File: src/logic/calib_pkg.sv
`default_nettype none

package calib_pkg;

    // top level sequencer.
    typedef enum logic [1:0] {
        DISPLAY        = 2'd0,
        SHOW_CALIB_LED = 2'd1,
        RUN_CALIB_STEP = 2'd2
    } aduli_state_t;

    // one sensor frame capture.
    typedef enum logic [1:0] {
        IDLE       = 2'd0,
        WAIT_FRAME = 2'd1,
        CAPTURE    = 2'd2
    } calibration_step_state_t;

endpackage

`default_nettype wire

File: src/logic/led_strip_pkg.sv
`default_nettype none

package led_strip_pkg;

    // field order matches the wire order, green goes out first.
    typedef struct packed {
        logic [7:0] green;
        logic [7:0] red;
        logic [7:0] blue;
    } rgb_t;

    // lit led during calibration.
    localparam rgb_t CALIB_ON_COLOR = '{
        green: 8'hff,
        red:   8'hff,
        blue:  8'hff
    };

    // dark led during calibration.
    localparam rgb_t CALIB_OFF_COLOR = '{
        green: 8'h00,
        red:   8'h00,
        blue:  8'h00
    };

endpackage

`default_nettype wire

File: src/logic/aduli_fsm.sv
`timescale 1ns/1ns
`default_nettype none

module aduli_fsm #(
    parameter int LED_ADDRESS_WIDTH = 6,
    parameter int LED_ADDR_BIT_SEL_WIDTH =
        (LED_ADDRESS_WIDTH > 1) ? $clog2(LED_ADDRESS_WIDTH) : 1
) (
    input wire clk_in,
    input wire rst_in,

    input wire start,

    input wire led_display_valid,
    input wire calib_pkg::calibration_step_state_t calibration_state,
    output logic [LED_ADDR_BIT_SEL_WIDTH-1:0] led_addr_bit_sel,
    output logic led_addr_bit_sel_start,
    output logic calibration_start,
    output logic calibration_first,

    output calib_pkg::aduli_state_t state
);
    import calib_pkg::*;

    // set once the step has left IDLE for the current bit.
    logic calibration_started;

    always_ff @(posedge clk_in) begin
        if (rst_in) begin
            state <= DISPLAY;
            led_addr_bit_sel <= '0;
            led_addr_bit_sel_start <= 1'b0;
            calibration_start <= 1'b0;
            calibration_first <= 1'b0;
            calibration_started <= 1'b0;
        end else begin
            led_addr_bit_sel_start <= 1'b0;
            calibration_start <= 1'b0;
            case (state)
                DISPLAY: begin
                    if (start) begin
                        led_addr_bit_sel <= '0;
                        led_addr_bit_sel_start <= 1'b1;
                        calibration_first <= 1'b1;
                        state <= SHOW_CALIB_LED;
                    end
                end
                SHOW_CALIB_LED: begin
                    if (led_display_valid) begin
                        calibration_start <= 1'b1;
                        calibration_started <= 1'b0;
                        state <= RUN_CALIB_STEP;
                    end
                end
                RUN_CALIB_STEP: begin
                    if (calibration_state != IDLE) begin
                        calibration_started <= 1'b1;
                    end
                    if ((calibration_state == IDLE) && calibration_started) begin
                        calibration_started <= 1'b0;
                        // first stays up for the whole first step.
                        calibration_first <= 1'b0;
                        if (int'(led_addr_bit_sel) == LED_ADDRESS_WIDTH - 1) begin
                            state <= DISPLAY;
                        end else begin
                            led_addr_bit_sel <= led_addr_bit_sel + 1'b1;
                            led_addr_bit_sel_start <= 1'b1;
                            state <= SHOW_CALIB_LED;
                        end
                    end
                end
                default: begin
                    state <= DISPLAY;
                end
            endcase
        end
    end

    no_step_in_display: assert property (
        @(posedge clk_in) disable iff (rst_in)
        !(calibration_start && (state == DISPLAY))
    );

endmodule

`default_nettype wire

File: src/logic/aduli_top.sv
`timescale 1ns/1ns
`default_nettype none

module aduli_top #(
    parameter int NUM_LEDS = 50,
    parameter int NUM_PIXELS = 64,
    parameter int LED_ADDRESS_WIDTH = $clog2(NUM_LEDS),
    parameter int LED_ADDR_BIT_SEL_WIDTH =
        (LED_ADDRESS_WIDTH > 1) ? $clog2(LED_ADDRESS_WIDTH) : 1,
    parameter int PIXEL_ADDR_WIDTH = (NUM_PIXELS > 1) ? $clog2(NUM_PIXELS) : 1,
    // ws2812 timing at 100 mhz.
    parameter int BIT_CYCLES = 125,
    parameter int T0H_CYCLES = 40,
    parameter int T1H_CYCLES = 80,
    parameter int LATCH_CYCLES = 6000
) (
    input wire clk_in,
    input wire rst_in,

    input wire start,

    input wire frame_start,
    input wire pixel_valid,
    input wire pixel_bright,

    input wire [PIXEL_ADDR_WIDTH-1:0] rd_addr,

    output logic led_data,
    output calib_pkg::aduli_state_t calib_state,
    output logic [LED_ADDRESS_WIDTH-1:0] rd_data
);
    import calib_pkg::*;

    logic [LED_ADDR_BIT_SEL_WIDTH-1:0] led_addr_bit_sel;
    logic led_addr_bit_sel_start;
    logic led_display_valid;
    logic calibration_start;
    logic calibration_first;
    calibration_step_state_t calibration_state;
    logic wr_en;
    logic [PIXEL_ADDR_WIDTH-1:0] wr_addr;
    logic [LED_ADDRESS_WIDTH-1:0] wr_mask;
    logic [LED_ADDRESS_WIDTH-1:0] wr_data;

    aduli_fsm #(
        .LED_ADDRESS_WIDTH(LED_ADDRESS_WIDTH),
        .LED_ADDR_BIT_SEL_WIDTH(LED_ADDR_BIT_SEL_WIDTH)
    ) aduli_fsm_i (
        .clk_in(clk_in),
        .rst_in(rst_in),
        .start(start),
        .led_display_valid(led_display_valid),
        .calibration_state(calibration_state),
        .led_addr_bit_sel(led_addr_bit_sel),
        .led_addr_bit_sel_start(led_addr_bit_sel_start),
        .calibration_start(calibration_start),
        .calibration_first(calibration_first),
        .state(calib_state)
    );

    led_frame_tx #(
        .NUM_LEDS(NUM_LEDS),
        .LED_ADDRESS_WIDTH(LED_ADDRESS_WIDTH),
        .LED_ADDR_BIT_SEL_WIDTH(LED_ADDR_BIT_SEL_WIDTH),
        .BIT_CYCLES(BIT_CYCLES),
        .T0H_CYCLES(T0H_CYCLES),
        .T1H_CYCLES(T1H_CYCLES),
        .LATCH_CYCLES(LATCH_CYCLES)
    ) led_frame_tx_i (
        .clk_in(clk_in),
        .rst_in(rst_in),
        .led_addr_bit_sel(led_addr_bit_sel),
        .led_addr_bit_sel_start(led_addr_bit_sel_start),
        .led_data(led_data),
        .led_display_valid(led_display_valid)
    );

    calibration_step_fsm #(
        .NUM_PIXELS(NUM_PIXELS),
        .LED_ADDRESS_WIDTH(LED_ADDRESS_WIDTH),
        .LED_ADDR_BIT_SEL_WIDTH(LED_ADDR_BIT_SEL_WIDTH),
        .PIXEL_ADDR_WIDTH(PIXEL_ADDR_WIDTH)
    ) calibration_step_fsm_i (
        .clk_in(clk_in),
        .rst_in(rst_in),
        .calibration_start(calibration_start),
        .calibration_first(calibration_first),
        .led_addr_bit_sel(led_addr_bit_sel),
        .frame_start(frame_start),
        .pixel_valid(pixel_valid),
        .pixel_bright(pixel_bright),
        .state(calibration_state),
        .wr_en(wr_en),
        .wr_addr(wr_addr),
        .wr_mask(wr_mask),
        .wr_data(wr_data)
    );

    pixel_code_ram #(
        .NUM_PIXELS(NUM_PIXELS),
        .LED_ADDRESS_WIDTH(LED_ADDRESS_WIDTH),
        .PIXEL_ADDR_WIDTH(PIXEL_ADDR_WIDTH)
    ) pixel_code_ram_i (
        .clk_in(clk_in),
        .wr_en(wr_en),
        .wr_addr(wr_addr),
        .wr_mask(wr_mask),
        .wr_data(wr_data),
        .rd_addr(rd_addr),
        .rd_data(rd_data)
    );

endmodule

`default_nettype wire

File: src/logic/calibration_step_fsm.sv
`timescale 1ns/1ns
`default_nettype none

module calibration_step_fsm #(
    parameter int NUM_PIXELS = 64,
    parameter int LED_ADDRESS_WIDTH = 6,
    parameter int LED_ADDR_BIT_SEL_WIDTH =
        (LED_ADDRESS_WIDTH > 1) ? $clog2(LED_ADDRESS_WIDTH) : 1,
    parameter int PIXEL_ADDR_WIDTH = (NUM_PIXELS > 1) ? $clog2(NUM_PIXELS) : 1
) (
    input wire clk_in,
    input wire rst_in,

    input wire calibration_start,
    input wire calibration_first,
    input wire [LED_ADDR_BIT_SEL_WIDTH-1:0] led_addr_bit_sel,

    input wire frame_start,
    input wire pixel_valid,
    input wire pixel_bright,

    output calib_pkg::calibration_step_state_t state,

    output logic wr_en,
    output logic [PIXEL_ADDR_WIDTH-1:0] wr_addr,
    output logic [LED_ADDRESS_WIDTH-1:0] wr_mask,
    output logic [LED_ADDRESS_WIDTH-1:0] wr_data
);
    import calib_pkg::*;

    logic [PIXEL_ADDR_WIDTH-1:0] pixel_cnt;

    always_ff @(posedge clk_in) begin
        if (rst_in) begin
            state <= IDLE;
            pixel_cnt <= '0;
        end else begin
            case (state)
                IDLE: begin
                    if (calibration_start) begin
                        state <= WAIT_FRAME;
                    end
                end
                WAIT_FRAME: begin
                    // a frame already running is skipped.
                    if (frame_start) begin
                        pixel_cnt <= '0;
                        state <= CAPTURE;
                    end
                end
                CAPTURE: begin
                    if (pixel_valid) begin
                        pixel_cnt <= pixel_cnt + 1'b1;
                        if (int'(pixel_cnt) == NUM_PIXELS - 1) begin
                            state <= IDLE;
                        end
                    end
                end
                default: begin
                    state <= IDLE;
                end
            endcase
        end
    end

    // the first step rewrites the whole code, later ones only bit k.
    assign wr_en = (state == CAPTURE) && pixel_valid;
    assign wr_addr = pixel_cnt;
    assign wr_mask = calibration_first ? '1 : (LED_ADDRESS_WIDTH'(1) << led_addr_bit_sel);
    assign wr_data = {LED_ADDRESS_WIDTH{pixel_bright}};

    no_frame_start_in_capture: assert property (
        @(posedge clk_in) disable iff (rst_in)
        (state == CAPTURE) |-> !frame_start
    );

endmodule

`default_nettype wire

File: src/logic/led_frame_tx.sv
`timescale 1ns/1ns
`default_nettype none

module led_frame_tx #(
    parameter int NUM_LEDS = 50,
    parameter int LED_ADDRESS_WIDTH = $clog2(NUM_LEDS),
    parameter int LED_ADDR_BIT_SEL_WIDTH =
        (LED_ADDRESS_WIDTH > 1) ? $clog2(LED_ADDRESS_WIDTH) : 1,
    parameter int BIT_CYCLES = 125,
    parameter int T0H_CYCLES = 40,
    parameter int T1H_CYCLES = 80,
    parameter int LATCH_CYCLES = 6000
) (
    input wire clk_in,
    input wire rst_in,

    input wire [LED_ADDR_BIT_SEL_WIDTH-1:0] led_addr_bit_sel,
    input wire led_addr_bit_sel_start,

    output logic led_data,
    output logic led_display_valid
);
    import led_strip_pkg::*;

    localparam int COLOR_BITS = $bits(rgb_t);
    localparam int COLOR_BIT_WIDTH = $clog2(COLOR_BITS);
    localparam int PHASE_WIDTH = (BIT_CYCLES > 1) ? $clog2(BIT_CYCLES) : 1;
    localparam int LATCH_WIDTH = (LATCH_CYCLES > 1) ? $clog2(LATCH_CYCLES) : 1;

    logic [LED_ADDR_BIT_SEL_WIDTH-1:0] bit_sel;
    logic sending;
    logic latching;
    logic [LED_ADDRESS_WIDTH-1:0] led_idx;
    logic [LED_ADDRESS_WIDTH-1:0] led_idx_next;
    logic [COLOR_BIT_WIDTH-1:0] color_bit;
    logic [COLOR_BIT_WIDTH-1:0] color_bit_next;
    logic [PHASE_WIDTH-1:0] phase;
    logic [PHASE_WIDTH-1:0] phase_next;
    logic last_slot;
    logic [LATCH_WIDTH-1:0] latch_cnt;

    // line level for one clock slot of the frame.
    function automatic logic slot_level(
        input logic [LED_ADDRESS_WIDTH-1:0] idx,
        input logic [COLOR_BIT_WIDTH-1:0] cbit,
        input logic [PHASE_WIDTH-1:0] ph,
        input logic [LED_ADDR_BIT_SEL_WIDTH-1:0] sel
    );
        rgb_t color;
        logic value;
        color = idx[sel] ? CALIB_ON_COLOR : CALIB_OFF_COLOR;
        value = color[COLOR_BITS - 1 - int'(cbit)];
        if (value) begin
            return int'(ph) < T1H_CYCLES;
        end
        return int'(ph) < T0H_CYCLES;
    endfunction

    // position of the slot after the current one.
    always_comb begin
        phase_next = phase + 1'b1;
        color_bit_next = color_bit;
        led_idx_next = led_idx;
        last_slot = 1'b0;
        if (int'(phase) == BIT_CYCLES - 1) begin
            phase_next = '0;
            if (int'(color_bit) == COLOR_BITS - 1) begin
                color_bit_next = '0;
                if (int'(led_idx) == NUM_LEDS - 1) begin
                    last_slot = 1'b1;
                end else begin
                    led_idx_next = led_idx + 1'b1;
                end
            end else begin
                color_bit_next = color_bit + 1'b1;
            end
        end
    end

    always_ff @(posedge clk_in) begin
        if (rst_in) begin
            sending <= 1'b0;
            latching <= 1'b0;
            led_data <= 1'b0;
            led_display_valid <= 1'b0;
        end else begin
            led_display_valid <= 1'b0;
            if (led_addr_bit_sel_start) begin
                bit_sel <= led_addr_bit_sel;
                led_idx <= '0;
                color_bit <= '0;
                phase <= '0;
                sending <= 1'b1;
                latching <= 1'b0;
                led_data <= slot_level('0, '0, '0, led_addr_bit_sel);
            end else if (sending) begin
                if (last_slot) begin
                    sending <= 1'b0;
                    latching <= 1'b1;
                    latch_cnt <= '0;
                    led_data <= 1'b0;
                end else begin
                    led_idx <= led_idx_next;
                    color_bit <= color_bit_next;
                    phase <= phase_next;
                    led_data <= slot_level(led_idx_next, color_bit_next, phase_next, bit_sel);
                end
            end else if (latching) begin
                // strip latches its colours during this low gap.
                if (int'(latch_cnt) == LATCH_CYCLES - 1) begin
                    latching <= 1'b0;
                    led_display_valid <= 1'b1;
                end else begin
                    latch_cnt <= latch_cnt + 1'b1;
                end
            end
        end
    end

    start_outside_frame: assert property (
        @(posedge clk_in) disable iff (rst_in)
        led_addr_bit_sel_start |-> !(sending || latching)
    );

endmodule

`default_nettype wire

File: src/logic/pixel_code_ram.sv
`timescale 1ns/1ns
`default_nettype none

module pixel_code_ram #(
    parameter int NUM_PIXELS = 64,
    parameter int LED_ADDRESS_WIDTH = 6,
    parameter int PIXEL_ADDR_WIDTH = (NUM_PIXELS > 1) ? $clog2(NUM_PIXELS) : 1
) (
    input wire clk_in,

    input wire wr_en,
    input wire [PIXEL_ADDR_WIDTH-1:0] wr_addr,
    input wire [LED_ADDRESS_WIDTH-1:0] wr_mask,
    input wire [LED_ADDRESS_WIDTH-1:0] wr_data,

    input wire [PIXEL_ADDR_WIDTH-1:0] rd_addr,
    output logic [LED_ADDRESS_WIDTH-1:0] rd_data
);

    logic [LED_ADDRESS_WIDTH-1:0] mem [NUM_PIXELS];

    always_ff @(posedge clk_in) begin
        if (wr_en) begin
            mem[wr_addr] <= (mem[wr_addr] & ~wr_mask) | (wr_data & wr_mask);
        end
        rd_data <= mem[rd_addr];
    end

    wr_addr_in_range: assert property (
        @(posedge clk_in)
        wr_en |-> (int'(wr_addr) < NUM_PIXELS)
    );

endmodule

`default_nettype wire

File: config.mk
export PLATFORM = sky130hd
export DESIGN_NAME = aduli_top
export DESIGN_NICKNAME = d
export VERILOG_FILES = /design/src/logic/calib_pkg.sv /design/src/logic/led_strip_pkg.sv /design/src/logic/aduli_fsm.sv /design/src/logic/aduli_top.sv /design/src/logic/calibration_step_fsm.sv /design/src/logic/led_frame_tx.sv /design/src/logic/pixel_code_ram.sv
export SDC_FILE = /design/constraint.sdc
export NUM_CORES = 1
export LEC_CHECK = 0
export BUFFER_PORTS_ARGS = -buffer_cell sky130_fd_sc_hd__buf_2
export CAP_MARGIN = 20
export CORE_UTILIZATION = 60
export DETAILED_ROUTE_END_ITERATION = 6
export PLACE_DENSITY = 0.76
export REMOVE_ABC_BUFFERS = 1
export SLEW_MARGIN = 20
export SYNTH_ARGS = -nofsm -noshare
export SYNTH_HDL_FRONTEND = slang
export SYNTH_SLANG_ARGS = --single-unit
File: constraint.sdc
create_clock -name clk_in -period 9.12 [get_ports clk_in]
set_input_delay 0.456 -clock clk_in [delete_from_list [all_inputs] [get_ports clk_in]]
set_output_delay 0.456 -clock clk_in [all_outputs]
set_load 0.02 [all_outputs]
==> metrics.txt <==
# TYPE chip_impl_metric gauge
chip_impl_metric{name="antenna_violations_before_repair",unit=""} 1
chip_impl_metric{name="share_comb_of_total_power",unit="%"} 7.7
chip_impl_metric{name="detail_route.wirelength",unit="um"} 53600
chip_impl_metric{name="vias_per_cell",unit=""} 7.30
chip_impl_metric{name="power_switching",unit="W"} 0.00106
chip_impl_metric{name="worst_setup_hold_path_clk_slew",unit="ps"} 60
chip_impl_metric{name="first_global_vias",unit=""} 12255
chip_impl_metric{name="worst-endpoint-required",unit="ps"} 9370
chip_impl_metric{name="syn2layout_area_growth",unit="%"} 9.17
chip_impl_metric{name="place_hpwl",unit="um"} 34300
chip_impl_metric{name="final_max_slew_viol_count",unit=""} 0
chip_impl_metric{name="routabilityCongestion",unit=""} 0.951
chip_impl_info{name="rsz_0062_raised_after_global_routing",value="no"} 1
chip_impl_metric{name="standby_leakage_power",unit="nW"} 7.12
chip_impl_metric{name="timing.critical_path.slowest_cell_delay",unit="ps"} 830
chip_impl_info{name="worstSetupStartpointType",value="flop"} 1
chip_impl_metric{name="number_of_distinct_standard_cells_referenced_by_the_synthesized_netlist",unit=""} 64
chip_impl_info{name="synth_flop_cell",value="edfxtp_1"} 1
chip_impl_metric{name="share_of_synthesized_cell_area_in_and_or_nand_and_nor_gates",unit="%"} 6.45
chip_impl_info{name="tritoncts",value="built"} 1
chip_impl_metric{name="avgRoutedWirePerCell",unit="um"} 31.2
chip_impl_metric{name="sequentialPowerShare",unit="%"} 51.5
chip_impl_metric{name="drtIter0Drc",unit=""} 1741
chip_impl_info{name="critPathCaptureType",value="flop"} 1
chip_impl_metric{name="muxShareOfSynthArea",unit="%"} 24.4
chip_impl_metric{name="cts_made_buffers",unit=""} 45
chip_impl_metric{name="yosys_warnings",unit=""} 0
chip_impl_metric{name="powerDensity",unit="nW/um2"} 199
chip_impl_metric{name="floorplan.die_area",unit="um2"} 36500
chip_impl_info{name="hold_path_class",value="in2reg"} 1
chip_impl_metric{name="power.switching_fraction",unit="%"} 22.6
chip_impl_metric{name="cap_violations",unit=""} 0
chip_impl_metric{name="syn_inst",unit=""} 1223
chip_impl_info{name="synth_top_cells_by_area",value="edfxtp_1 59%, mux4_2 24%, dfxtp_1 3.1%"} 1
chip_impl_metric{name="synth-compound-area-share",unit="%"} 3.39
chip_impl_metric{name="tightestPinTransition",unit="ps"} 1060
chip_impl_metric{name="number_of_enable_flip_flop_cells_after_synthesis",unit=""} 418
chip_impl_metric{name="synthesized_area_fraction_occupied_by_adder_cells",unit="%"} 0.993
chip_impl_metric{name="die_x",unit="um"} 191
chip_impl_metric{name="layout.nets",unit=""} 1257
chip_impl_metric{name="placement.cell_area",unit="um2"} 21900
chip_impl_info{name="clk_root_buffer_cell",value="clkbuf_16"} 1
chip_impl_metric{name="post_cts_buffers",unit=""} 0
chip_impl_metric{name="timing.final.hold_violations",unit=""} 0
chip_impl_info{name="yosysMostFrequentCell",value="edfxtp_1"} 1
chip_impl_info{name="top_cell_family_by_delay_on_the_critical_path",value="buffers and inverters"} 1
chip_impl_metric{name="final_period_minus_worst_setup_slack",unit="ps"} 4330
chip_impl_metric{name="post_synth_instance_area",unit="um2"} 21400
chip_impl_metric{name="synth_top_cell_area_share",unit="%"} 58.6
chip_impl_metric{name="post_cts_resized",unit=""} 0
chip_impl_metric{name="worst-path-max-fanout",unit=""} 49
chip_impl_metric{name="num_antenna_cells",unit=""} 0
chip_impl_metric{name="htreeDepth",unit=""} 2
chip_impl_metric{name="power_frac_clock",unit="%"} 40.8
chip_impl_metric{name="total_number_of_vias",unit=""} 12553
chip_impl_metric{name="worst_slew_margin_rel",unit="%"} 29.3
chip_impl_metric{name="io_buffer_count",unit=""} 20
chip_impl_metric{name="share_of_post_route_cells_with_drive_strength_above_1",unit="%"} 28.0
chip_impl_info{name="synth_top_family_by_area",value="multiplexers"} 1
chip_impl_metric{name="setup_total_negative_slack",unit="ps"} 0
chip_impl_metric{name="fin_crit_share",unit="%"} 47.5
chip_impl_metric{name="internal_power",unit="W"} 0.00361
chip_impl_info{name="status",value="completed"} 1
chip_impl_metric{name="ys_async_sr_fraction",unit="%"} 0
chip_impl_metric{name="yosysSeqAreaShare",unit="%"} 61.7
chip_impl_info{name="yosys.area.top_type",value="edfxtp_1"} 1
chip_impl_metric{name="grt-ovfl-total",unit=""} 0
chip_impl_metric{name="utilization",unit="%"} 67.1
chip_impl_metric{name="clk-insertion-delay-late",unit="ps"} 550
chip_impl_metric{name="max_clk_rate",unit="GHz"} 0.231
chip_impl_metric{name="ant_nets",unit=""} 0
chip_impl_metric{name="worst-path-buf-inv",unit=""} 2
chip_impl_metric{name="grt_start_max_net_pins",unit=""} 67
chip_impl_metric{name="final-setup-viol-count",unit=""} 0
chip_impl_metric{name="max-clock-path-buffers",unit=""} 3
chip_impl_metric{name="worstPathArrival",unit="ps"} 4580
chip_impl_metric{name="grt_first_pass_wirelength",unit="um"} 78800
chip_impl_metric{name="vdd_ir_drop_max",unit="uV"} 130
chip_impl_info{name="crit_chain",value="buf_4 > mux4_2 > mux4_2 > and4b_1 > a41oi_1 > o2111ai_4 > buf_4"} 1
chip_impl_metric{name="ys_seq_elements",unit=""} 451
chip_impl_metric{name="synthXorXnorAreaFrac",unit="%"} 0.940
chip_impl_metric{name="cts.hold.buffers_added",unit=""} 0
chip_impl_info{name="timing.setup.critical_path_class",value="reg2reg"} 1
chip_impl_metric{name="drtPass1Iterations",unit=""} 5
chip_impl_metric{name="fp.coreArea",unit="um2"} 34900
chip_impl_info{name="slowest_stage",value="buf_4"} 1
chip_impl_info{name="synth_common_cells",value="418 x edfxtp_1, 224 x mux4_2, 123 x nor2_1, 42 x nand2_1, 34 x clkbuf_1"} 1
chip_impl_metric{name="final.setup_skew",unit="ps"} 14.8
chip_impl_metric{name="floorplan.io_pins",unit=""} 21
chip_impl_metric{name="cts.sink_count",unit=""} 451
chip_impl_metric{name="drc_errors",unit=""} 0
chip_impl_metric{name="die_height",unit="um"} 191
chip_impl_metric{name="grt_util_all_layers",unit="%"} 30.2
chip_impl_metric{name="floorplan.initialDensity",unit="%"} 61.4
chip_impl_metric{name="design_area",unit="um2"} 23400
chip_impl_metric{name="rows",unit=""} 68
chip_impl_metric{name="post_synth.cell_area_avg",unit="um2"} 17.5
-- power groups by stage --
stage	clock network [W]	logic (W)	registers [W]
final	0.00190	0.000358	0.00240
after global routing	0.00199	0.000386	0.00241
after floorplan	0	0.000204	0.00246
after global placement	0	0.000344	0.00244
after detailed placement	0	0.000353	0.00245
after CTS	0.00192	0.000355	0.00240
-- registers in the layout, indices dropped and copies added (netlist names), 2 cells and up, named ones only --
signal	count
pixel_code_ram_i.mem	384
led_frame_tx_i.latch_cnt	13
led_frame_tx_i.phase	7
calibration_step_fsm_i.wr_addr	6
led_frame_tx_i.led_idx	6
pixel_code_ram_i.rd_data	6
led_frame_tx_i.color_bit	5
aduli_fsm_i.led_addr_bit_sel	3
led_frame_tx_i.bit_sel	3
aduli_fsm_i.state	2
calibration_step_fsm_i.state	2
-- final timing paths --
check / cells past startpoint / startpoint / endpoint / slack [ps]
worst max register to register: 7 / flop / pixel_code_ram_i.mem[51][5] / 4790
worst min-delay path: 3 / start / aduli_fsm_i.led_addr_bit_sel_start / 210
worst min register to register: 1 / calibration_step_fsm_i.state[1] / calibration_step_fsm_i.state[0] / 500
worst max-delay path: 7 / flop / pixel_code_ram_i.mem[51][5] / 4790
-- worst min-delay path: cells and delay by family --
kind	cells	cell delay (ps)
buffers and inverters	1	110
AOI/OAI and AO/OA	1	70
and+or+nand+nor	1	60
-- cells in the final DEF (no fill, tap or decap), types with 13 or more instances in the layout --
| master | count |
|---|---|
| a22oi_1 | 13 |
| nor3_1 | 16 |
| edfxtp_1 | 418 |
| dfxtp_1 | 29 |
| nor2_1 | 121 |
| a21oi_1 | 22 |
| buf_2 | 18 |
| inv_1 | 18 |
| nand2_1 | 42 |
| buf_4 | 20 |
| clkbuf_16 | 47 |
| nand3_1 | 27 |
| mux4_2 | 224 |
| nor2b_1 | 19 |
| ha_1 | 17 |
| o21ai_0 | 19 |
-- per-stage QoR --
stage	std cells	worst slack, ps	hold slack, ps	total power [W]
after floorplan	1142	2780	443	0.00266
after global placement	1636	4830	473	0.00279
after detailed placement	1636	4790	479	0.00280
after CTS	1719	4790	194	0.00467
after global routing	1719	4550	220	0.00478
final	1719	4790	206	0.00466
-- metal layers --
| layer | GRT usage (%) | vias to the layer above | wire [um] |
|---|---|---|---|
| met5 | 0 | - | 0 |
| met2 | 47.5 | 895 | 26000 |
| met3 | 5.93 | 121 | 6120 |
| met1 | 42.2 | 6453 | 19400 |
| met4 | 11.5 | 0 | 2060 |
| li1 | - | 5084 | - |
-- cell type report --
type	instances	area, um2
Fill cell	2249	11500
Sequential cell	451	13200
Clock buffer	56	1220
Multi-Input combinational cell	673	7770
Clock inverter	27	297
Timing Repair Buffer	39	251
Tap cell	455	569
Inverter	18	67.6
-- logic make-up (layout without fill, tap and decap cells) --
family                   after synthesis  after routing
XOR/XNOR                              23             23
adder cells (fa/ha/maj)               17             17
multiplexers                         241            241
flip-flops                           451            451
AND/OR/NAND/NOR                      284            284
AO/OA/AOI/OAI                        108            108
buffers and inverters                 99            140
Power figures use the tool's default switching activity.
